`src/common/cache_pkg.sv`:
```
package cache_pkg;

  //////////////////////////////////////////////////////////////////////
  // address layout: tag[15:8] index[7:4] offset[3:1], bit 0 ignored
  //////////////////////////////////////////////////////////////////////
  localparam int ADDR_W      = 16;
  localparam int WORD_W      = 16;
  localparam int OFFSET_W    = 3;                          // 8 words per line
  localparam int INDEX_W     = 4;                          // 16 sets
  localparam int TAG_W       = ADDR_W - INDEX_W - OFFSET_W - 1;
  localparam int OFFSET_LSB  = 1;                          // byte bit skipped
  localparam int INDEX_LSB   = OFFSET_LSB + OFFSET_W;
  localparam int TAG_LSB     = INDEX_LSB + INDEX_W;

  localparam int NUM_SETS    = 1 << INDEX_W;
  localparam int BLOCK_WORDS = 1 << OFFSET_W;
  localparam int DATA_WORDS  = NUM_SETS * BLOCK_WORDS;     // whole data array

  // main memory timing, cycles from accept to valid pulse
  localparam int MEM_LATENCY = 4;
  localparam int LAT_W       = $clog2(MEM_LATENCY + 1);

  typedef logic [ADDR_W-1:0]   addr_t;
  typedef logic [WORD_W-1:0]   word_t;
  typedef logic [TAG_W-1:0]    tag_t;
  typedef logic [INDEX_W-1:0]  index_t;
  typedef logic [OFFSET_W-1:0] offset_t;   // also the fill word counter
  typedef logic [LAT_W-1:0]    lat_cnt_t;

  // rom rule: word at byte addr a is (a >> 1) ^ MEM_KEY
  localparam word_t MEM_KEY = 16'h3c5a;

  typedef enum logic {
    fill_idle,   // waiting for a miss
    fill_wait    // words in flight from memory
  } fill_state_t;

  // field extraction
  function automatic tag_t get_tag(input addr_t a);
    return a[TAG_LSB +: TAG_W];
  endfunction

  function automatic index_t get_index(input addr_t a);
    return a[INDEX_LSB +: INDEX_W];
  endfunction

  function automatic offset_t get_offset(input addr_t a);
    return a[OFFSET_LSB +: OFFSET_W];
  endfunction

endpackage

```
`src/cache/cache_data_array.sv`:
```
`timescale 1ns/100ps
module cache_data_array import cache_pkg::*; (
  input  logic  clk,
  input  logic  write_data_array,  // one word of a line fill
  input  addr_t addr,              // processor read address
  input  addr_t fill_addr,         // memory address of the returning word
  input  word_t fill_data,         // word from main memory
  output word_t rd_data            // combinational read
);

  //////////////////////////////////////////////////////////////////////
  // 16 sets x 8 words, flattened as {index, offset}
  //////////////////////////////////////////////////////////////////////
  word_t mem [DATA_WORDS];

  logic [INDEX_W+OFFSET_W-1:0] rd_ptr;   // processor side
  logic [INDEX_W+OFFSET_W-1:0] wr_ptr;   // fill side

  assign rd_ptr = {get_index(addr), get_offset(addr)};
  assign wr_ptr = {get_index(fill_addr), get_offset(fill_addr)};

  // read straight out of the array, same cycle as the tag compare
  assign rd_data = mem[rd_ptr];

  // single write port, lands at the next edge
  always_ff @(posedge clk) begin
    if (write_data_array)
      mem[wr_ptr] <= fill_data;
  end

endmodule

```
`src/cache/cache_fill_fsm.sv`:
```
`timescale 1ns/100ps
module cache_fill_fsm import cache_pkg::*; (
  input  logic  clk,
  input  logic  rst,
  input  logic  miss_detected,     // tag compare failed on a live read
  input  logic  mem_valid,         // one pulse per word coming back
  input  addr_t miss_addr,         // held by the processor while stalled
  output logic  busy,              // stall to the cpu, request level to memory
  output logic  write_data_array,  // one write per returning word
  output logic  write_tag_array,   // tag and valid, with the last word
  output addr_t mem_addr           // word currently requested
);

  //////////////////////////////////////////////////////////////////////
  // word counter
  //////////////////////////////////////////////////////////////////////
  // 3 bits cover the 8 words of a line, wraps to 0 after the last one
  offset_t cnt;
  logic    done;      // last word of the line is arriving

  always_ff @(posedge clk) begin
    if (rst)
      cnt <= '0;
    else if (mem_valid)
      cnt <= cnt + 1'b1;    // 7 -> 0 on the final word
  end

  // done only in the cycle of the eighth valid pulse
  assign done = mem_valid && (cnt == offset_t'(BLOCK_WORDS - 1));

  //////////////////////////////////////////////////////////////////////
  // fill state machine
  //////////////////////////////////////////////////////////////////////
  fill_state_t state, nxt_state;

  always_ff @(posedge clk) begin
    if (rst)
      state <= fill_idle;
    else
      state <= nxt_state;
  end

  // busy comes from the state register only. miss_detected already looks
  // at stall, so a combinational term here would close a loop through the
  // tag array. stall therefore rises in the cycle after the miss is seen
  always_comb begin
    nxt_state        = state;   // hold by default
    busy             = 1'b0;
    write_data_array = 1'b0;
    write_tag_array  = 1'b0;
    case (state)
      fill_idle: begin
        if (miss_detected)
          nxt_state = fill_wait;
      end
      fill_wait: begin
        busy             = 1'b1;         // held through the done cycle too
        write_data_array = mem_valid;    // every returned word
        write_tag_array  = done;         // line complete, mark valid
        if (done)
          nxt_state = fill_idle;
      end
      default: begin
        nxt_state = fill_idle;           // recover to idle
      end
    endcase
  end

  // block base of the missing line plus the word being fetched
  // counter sits at 0 while idle so the first request is word 0
  assign mem_addr = {get_tag(miss_addr), get_index(miss_addr), cnt, 1'b0};

endmodule

```
`src/cache/cache_tag_array.sv`:
```
`timescale 1ns/100ps
module cache_tag_array import cache_pkg::*; (
  input  logic  clk,
  input  logic  rst,
  input  logic  rd,               // processor read level
  input  logic  stall,            // fill in progress
  input  logic  write_tag_array,  // from the fill fsm, last word of a line
  input  addr_t addr,             // processor address, steady during stall
  output logic  hit,
  output logic  miss_detected
);

  //////////////////////////////////////////////////////////////////////
  // storage
  //////////////////////////////////////////////////////////////////////
  tag_t                tags [NUM_SETS];   // no reset, guarded by valid
  logic [NUM_SETS-1:0] valid;             // cleared on reset

  index_t idx;
  tag_t   req_tag;

  assign idx     = get_index(addr);
  assign req_tag = get_tag(addr);

  // valid bits
  always_ff @(posedge clk) begin
    if (rst)
      valid <= '0;                        // every set empty
    else if (write_tag_array)
      valid[idx] <= 1'b1;
  end

  // tag store, written alongside the valid bit
  always_ff @(posedge clk) begin
    if (write_tag_array)
      tags[idx] <= req_tag;
  end

  //////////////////////////////////////////////////////////////////////
  // compare
  //////////////////////////////////////////////////////////////////////
  assign hit = valid[idx] && (tags[idx] == req_tag);

  // the only place a miss is decided, the fsm takes it as is
  assign miss_detected = rd && !stall && !hit;

endmodule

```
`src/hdl/main_memory.sv`:
```
`timescale 1ns/100ps
module main_memory import cache_pkg::*; (
  input  logic  clk,
  input  logic  rst,
  input  logic  mem_read,    // request level, held by the fill fsm
  input  addr_t mem_addr,    // sampled when a request is accepted
  output logic  mem_valid,   // single cycle, MEM_LATENCY after accept
  output word_t mem_data     // rom word for the accepted address
);

  // rom content rule, word address xor key
  function automatic word_t rom_word(input addr_t a);
    return word_t'(a >> 1) ^ MEM_KEY;
  endfunction

  //////////////////////////////////////////////////////////////////////
  // request tracking, one word in flight
  //////////////////////////////////////////////////////////////////////
  logic     pending;     // a word is in flight
  lat_cnt_t countdown;   // cycles left until the valid pulse
  addr_t    req_addr;    // address of the word in flight
  logic     accept;

  assign accept = mem_read && !pending;

  always_ff @(posedge clk) begin
    if (rst) begin
      pending   <= 1'b0;
      countdown <= '0;
    end else if (accept) begin
      pending   <= 1'b1;
      countdown <= lat_cnt_t'(MEM_LATENCY);
    end else if (mem_valid) begin
      pending   <= 1'b0;        // idle again next cycle
    end else if (pending) begin
      countdown <= countdown - 1'b1;
    end
  end

  // address latch, payload only
  always_ff @(posedge clk) begin
    if (accept)
      req_addr <= mem_addr;
  end

  //////////////////////////////////////////////////////////////////////
  // response
  //////////////////////////////////////////////////////////////////////
  // accept in cycle n loads the countdown, it reads 1 in cycle n+MEM_LATENCY
  assign mem_valid = pending && (countdown == lat_cnt_t'(1));

  // data only meaningful with the pulse, zero otherwise
  assign mem_data = mem_valid ? rom_word(req_addr) : '0;

endmodule

```
`src/hdl/mem_system.sv`:
```
`timescale 1ns/100ps
module mem_system import cache_pkg::*; (
  input  logic  clk,
  input  logic  rst,
  input  logic  rd,        // processor read level
  input  addr_t addr,      // processor byte address
  output word_t rd_data,   // valid with hit and no stall
  output logic  hit,
  output logic  stall      // line fill in progress, cpu holds rd and addr
);

  //////////////////////////////////////////////////////////////////////
  // internal nets
  //////////////////////////////////////////////////////////////////////
  logic  miss_detected;     // tag array -> fill fsm
  logic  write_data_array;  // fill fsm -> data array
  logic  write_tag_array;   // fill fsm -> tag array
  logic  mem_valid;         // memory -> fsm and data array
  addr_t mem_addr;          // fsm -> memory, also the fill write address
  word_t mem_data;          // memory -> data array

  //////////////////////////////////////////////////////////////////////
  // cache arrays
  //////////////////////////////////////////////////////////////////////
  cache_tag_array tag_array_inst (
    .clk             (clk),
    .rst             (rst),
    .rd              (rd),
    .stall           (stall),
    .write_tag_array (write_tag_array),
    .addr            (addr),
    .hit             (hit),
    .miss_detected   (miss_detected)
  );

  cache_data_array data_array_inst (
    .clk              (clk),
    .write_data_array (write_data_array),
    .addr             (addr),
    .fill_addr        (mem_addr),      // index and offset of the word arriving
    .fill_data        (mem_data),
    .rd_data          (rd_data)
  );

  //////////////////////////////////////////////////////////////////////
  // miss handling and backing store
  //////////////////////////////////////////////////////////////////////
  cache_fill_fsm fill_fsm_inst (
    .clk              (clk),
    .rst              (rst),
    .miss_detected    (miss_detected),
    .mem_valid        (mem_valid),
    .miss_addr        (addr),          // cpu address held during the stall
    .busy             (stall),         // busy is both stall and mem_read
    .write_data_array (write_data_array),
    .write_tag_array  (write_tag_array),
    .mem_addr         (mem_addr)
  );

  main_memory main_memory_inst (
    .clk       (clk),
    .rst       (rst),
    .mem_read  (stall),
    .mem_addr  (mem_addr),
    .mem_valid (mem_valid),
    .mem_data  (mem_data)
  );

endmodule

```
`config.mk`:
```
export PLATFORM = sky130hd
export DESIGN_NAME = mem_system
export DESIGN_NICKNAME = d
export VERILOG_FILES = /design/src/common/cache_pkg.sv /design/src/cache/cache_data_array.sv /design/src/cache/cache_fill_fsm.sv /design/src/cache/cache_tag_array.sv /design/src/hdl/main_memory.sv /design/src/hdl/mem_system.sv
export SDC_FILE = /design/constraint.sdc
export NUM_CORES = 2
export LEC_CHECK = 0
export ABC_CLOCK_PERIOD_IN_PS = 9000
export CAP_MARGIN = 10
export CORE_MARGIN = 4
export CORE_UTILIZATION = 39
export DETAILED_ROUTE_END_ITERATION = 10
export DONT_BUFFER_PORTS = 1
export SETUP_SLACK_MARGIN = 0.4
export SLEW_MARGIN = 10
export SYNTH_ARGS = -nofsm -noshare
export SYNTH_HDL_FRONTEND = slang
export SYNTH_SLANG_ARGS = --single-unit
```
`constraint.sdc`:
```
create_clock -name clk -period 9 [get_ports clk]
set_input_delay 1.8 -clock clk [delete_from_list [all_inputs] [get_ports clk]]
set_output_delay 1.8 -clock clk [all_outputs]
set_load 0.02 [all_outputs]
```
# ---- Word-level counts from Yosys, hierarchy flattened
# Memories as Yosys holds them, arrays and structs flattened.
# Index checks and enable logic that the tools add are counted.
# W data, S select, Z words.
dict set report classes {
  eq_ne 4
  n_lt_le_gt_ge 2
  n_mul 0
  add_sub_neg 2
  bitwise 4
  n_shift 0
  muxes 20
  reduce_logical 15
  div 0
}
# cell count
set op_table {}
lappend op_table {{$or A16 B16 Y16} 1}
lappend op_table {{$mux W15} 1}
lappend op_table {{$mux W1} 13}
lappend op_table {{$mux W3} 3}
lappend op_table {{$eq A8 B8 Y1} 1}
lappend op_table {{$not A8 Y8} 1}
lappend op_table {{$logic_and A1 B1 Y1} 7}
lappend op_table {{$lt A4 B5 Y1 const B} 1}
lappend op_table {{$bmux W1 S4} 1}
lappend op_table {{$demux W1 S4} 1}
lappend op_table {{$ge A4 B1 Y1 const B} 1}
lappend op_table {{$reduce_and A2 Y1} 2}
lappend op_table {{$reduce_bool A2 Y1} 2}
lappend op_table {{$add A3 B1 Y3 const B} 1}
lappend op_table {{$eq A3 B1 Y1 const B} 1}
lappend op_table {{$eq A3 B3 Y1 const B} 1}
lappend op_table {{$logic_not A1 Y1} 3}
lappend op_table {{$sub A3 B1 Y3 const B} 1}
lappend op_table {{$ne A2 B1 Y1 const B} 1}
lappend op_table {{$not A1 Y1} 2}
lappend op_table {{$pmux W1 S2} 1}
lappend op_table {{$reduce_or A2 Y1} 1}
dict set report word_totals {
  in_bits 19
  register_bits 39
  ram_bits 2048
  wordCells 56
  memories 2
  output_inout_bits 18
  latchBits 0
  mem_bits_ro 0
}
# name words width rd rd_ports_with_merged_regs write_ports line
set mem_list {}
lappend mem_list {data_array_inst.mem 128 15 1 0 1 cache_data_array.sv:14} ;# word_t mem [DATA_WORDS];
lappend mem_list {tag_array_inst.tags 16 8 1 0 1 cache_tag_array.sv:16} ;# tag_t tags [NUM_SETS];

# ---- Logic depth before layout (Yosys ltp)
dict set report logic_depth {
  depth_word 7
  ltp_mapped 10
  ltp_nobuf 9
}

# ---- By module
# Synthesis repeated with hierarchy kept, for this count alone.
dict set report hier_totals {
  cells_unflattened 3475
  area_unflattened_um2 85092.9
}
# module area_each_um2 seq_area_each_um2 instances cells_each
set modules_own_cells {}
lappend modules_own_cells {cache_data_array 78202.5 61499.0 1 3070}
lappend modules_own_cells {cache_tag_array 5840.6 4164.0 1 317}
lappend modules_own_cells {main_memory 774.5 530.5 1 58}
lappend modules_own_cells {cache_fill_fsm 275.3 80.1 1 30}

# ---- Least setup slack after synthesis
# No wires, ideal clock.
dict set report synth_timing {
  path_kind {input-to-output}
  start {input addr[5]}
  end {output hit}
  arrival_ns 4.385
  path_buffers 3
  cell_stages 7
  setup_slack_ns 2.815
  path_cell_list {buf_2 > buf_2 > buf_2 > mux4_2 > mux4_2 > xor2_1 > a2111oi_1}
}
dict set report synth_via {
  elab_chain_len 3
}
# element line
set synth_lines {}
lappend synth_lines {{start: declaration} mem_system.sv:6} ;# input addr_t addr,
lappend synth_lines {{$mem_v2 Z16 W8 or $bmux W1 S4 (tied branches)} -}
lappend synth_lines {{$eq A8 B8 Y1 or $mux W1 (tied branches)} cache_tag_array.sv:42} ;# assign hit = valid[idx] && (tags[idx] == req_tag);
lappend synth_lines {{$logic_and A1 B1 Y1 (*)} cache_tag_array.sv:42}
lappend synth_lines {{end: declaration} mem_system.sv:8} ;# output logic hit,
# Mark *: on every way between the ends. The rest lies on a longest branch, timed or not. The select of a mux whose other input is x is not followed.

# ---- Worst setup path after layout
dict set report layout_timing {
  start {input addr[2]}
  end {output rd_data[14]}
}
dict set report layout_via {
  elab_chain_len 1
}
# element line
set layout_lines {}
lappend layout_lines {{$mem_v2 Z128 W15} -}
lappend layout_lines {{end: declaration} mem_system.sv:7} ;# output word_t rd_data,
# No other way between the ends.

==> flow_metrics.env <==
export IMPL_drt_wl_total_mm=182
export IMPL_fin_crit_sh=0.883
export IMPL_cts_setup_buffers=0
export IMPL_cts_path_max_buffers=3
export IMPL_tightest_slew_ns=1.78
export IMPL_antenna_left=0
export IMPL_fp_dieArea_mm2=0.212
export IMPL_worstPathRequired_ns=7.20
export IMPL_drive_gt1_frac=0.317
export IMPL_antenna_found_initial=13
export IMPL_max_freq_mhz=126
export IMPL_setup_worst_path_class="in2out"
export IMPL_drv_cap=0
export IMPL_synth_seq_cells=2087
export IMPL_firstDrtPassIters=7
export IMPL_port_buffers=0
export IMPL_postCtsResizedCells=0
export IMPL_synth_cells=3275
export IMPL_rows=165
export IMPL_drc=0
export IMPL_outcome="complete, but fails checks"
export IMPL_synth_top_cells_by_area="edfxtp_1 (77%), mux4_2 (19%), nor2_1 (0.84%)"
export IMPL_yosysMostFrequentCell="edfxtp_1"
export IMPL_clk_pin_slew_ns=0.06
export IMPL_cp_start_kind="input pin"
export IMPL_fin_nets=3477
export IMPL_drt_iter0_drc=4039
export IMPL_max_slew_margin_rel=-0.184
export IMPL_setup_viol=0
export IMPL_finClkSkew_ns=0.0164
export IMPL_numCtsBuffers=197
export IMPL_yosysTopAreaCell="edfxtp_1"
export IMPL_hold_violations=0
export IMPL_grt_pass1_wl_mm=263
export IMPL_dpl_hpwl_mm=97.6
export IMPL_viasPerCell=5.61
export IMPL_ir_worst_vdd_mv=0.218
export IMPL_cts_tree="yes"
export IMPL_synth_edff_count=2063
export IMPL_avgSynthCellArea_um2=24.4
export IMPL_fin_tns_setup_ns=0
export IMPL_via_count=35240
export IMPL_path_max_fanout=184
export IMPL_p_total_mw=19.2
export IMPL_clk_latency_ns=0.83
export IMPL_violations="max-slew violations"
export IMPL_rsz0062_at_grt="no"
export IMPL_yosys_warnings=0
export IMPL_reg2reg_depth=5
export IMPL_place_gp_congestion=0.741
export IMPL_start_util=0.394
export IMPL_wl_per_cell_um=29.0
export IMPL_ys_types=44
export IMPL_ys_seq_area_frac=0.780
export IMPL_drv_slew=112
export IMPL_p_per_area_mw_per_mm2=213
export IMPL_async_reset_ff_frac=0
export IMPL_grt_usage=0.173
export IMPL_grt_pass1_vias=35318
export IMPL_die_width_um=461
export IMPL_die_y_um=461
export IMPL_final_core_util=0.444
export IMPL_synthFlopType="edfxtp_1"
export IMPL_overflow=0
export IMPL_min_path_type="reg2reg"
export IMPL_htreeDepth=4
export IMPL_endpoint_kind="primary output"
export IMPL_p_leak_nw=30.2
export IMPL_io_pins=37
export IMPL_cts_hold_fix_buffers=0
export IMPL_syn_nets=3298
export IMPL_cp_data_arrival_time_ns=6.15
export IMPL_min_period_ns=7.95
export IMPL_cts_sinks=2087
export IMPL_syn_area_mm2=0.0800
export IMPL_ys_top_cells_by_count="edfxtp_1 (2063), mux4_2 (659), nor2_1 (178)"
export IMPL_synth_top_area_share=0.774
export IMPL_coreArea_mm2=0.203
export IMPL_area_delta_synth_final_pct=12.8
export IMPL_grt_max_degree=481
export IMPL_cts_root_buf="clkbuf_16"
export IMPL_holdPathStages=2
==> stage by stage <==
stage | area (um^2) | hold slack [ns] | cells | setup WS [ns]
final | 90200 | 0.471 | 6284 | 1.05
after global placement | 83800 | 0.445 | 5918 | 2.77
after detailed placement | 83800 | 0.456 | 5918 | 2.74
after floorplan | 80000 | 0.432 | 3275 | 2.82
after global routing | 90200 | 0.490 | 6282 | 1.35
after CTS | 90000 | 0.472 | 6272 | 2.74
==> where the power goes <==
part / internal, mW / total, mW / switching [mW]
Sequential: 10.6 / 10.6 / 0.00918
Combinational: 0.311 / 0.644 / 0.334
Clock: 4.45 / 7.99 / 3.54
Total: 15.3 / 19.2 / 3.88
==> layout by cell type, fill, tap and decap left out, types with 9 or more instances in the layout <==
master     instances
dfxtp_1           24
clkinv_1          53
bufinv_16         15
mux2i_1           21
clkbuf_1          35
nor2_1           157
mux2_2            24
clkinv_2          34
edfxtp_1        2063
buf_4            151
nor2_2            13
nand2_1           24
clkbuf_16        197
mux4_2           659
a31oi_1            9
==> routing by layer <==
metal,global-route usage,routed length (um),part of all wire,up-vias
li1,-,-,-,14484
met1,0.254,78200,0.43,19296
met2,0.267,86800,0.48,1251
met3,0.0313,13100,0.072,209
met4,0.0474,4200,0.023,0
met5,0,0,0,-
==> cell families (layout without fill, tap and decap cells) <==
family / Yosys count / in the layout / share of synthesized area
fa+ha+maj: 4 / 4 / 0.000626
mux: 704 / 704 / 0.192
other cells: 1 / 4 / 0.0000469
compound gates: 37 / 37 / 0.00318
simple gates: 242 / 242 / 0.0127
flops: 2087 / 2087 / 0.780
buf+inv: 184 / 518 / 0.00978
xor+xnor: 16 / 16 / 0.00175
==> worst max-delay path, stage by stage <==
cell and delay (ns):
buf_16 0.44, buf_16 0.67, mux4_2 0.43, mux4_2 0.61, mux4_2 0.58, mux2_2 0.42
==> path summary, 6_finish.rpt <==
check | from | end | slack (ns)
min reg2reg | tag_array_inst.valid[0] | tag_array_inst.valid[0] | 0.47
min | tag_array_inst.valid[0] | tag_array_inst.valid[0] | 0.47
max reg2reg | main_memory_inst.pending | data_array_inst.mem[38][2] | 4.86
max | addr[2] | rd_data[14] | 1.05
==> sequential cells by signal (all words and copies together), names as in the netlist <==
signal and count:
fill_fsm_inst.state 1, main_memory_inst.pending 1, tag_array_inst.valid 16, main_memory_inst.countdown 3, fill_fsm_inst.cnt 3, data_array_inst.mem 1920
tag_array_inst.tags 128, main_memory_inst.req_addr 15
==> layout make-up <==
cell class	instances	area (um^2)
diodes	3	7.51
clock buffers	232	5060
clock inverters	122	1080
fillers	16899	113000
inverters	4	15.0
multi-input cells	1004	16900
flip-flops and latches	2087	62400
well taps	2672	3340
repair buffers	160	1370
No activity file was read; power rests on OpenSTA's default activity.
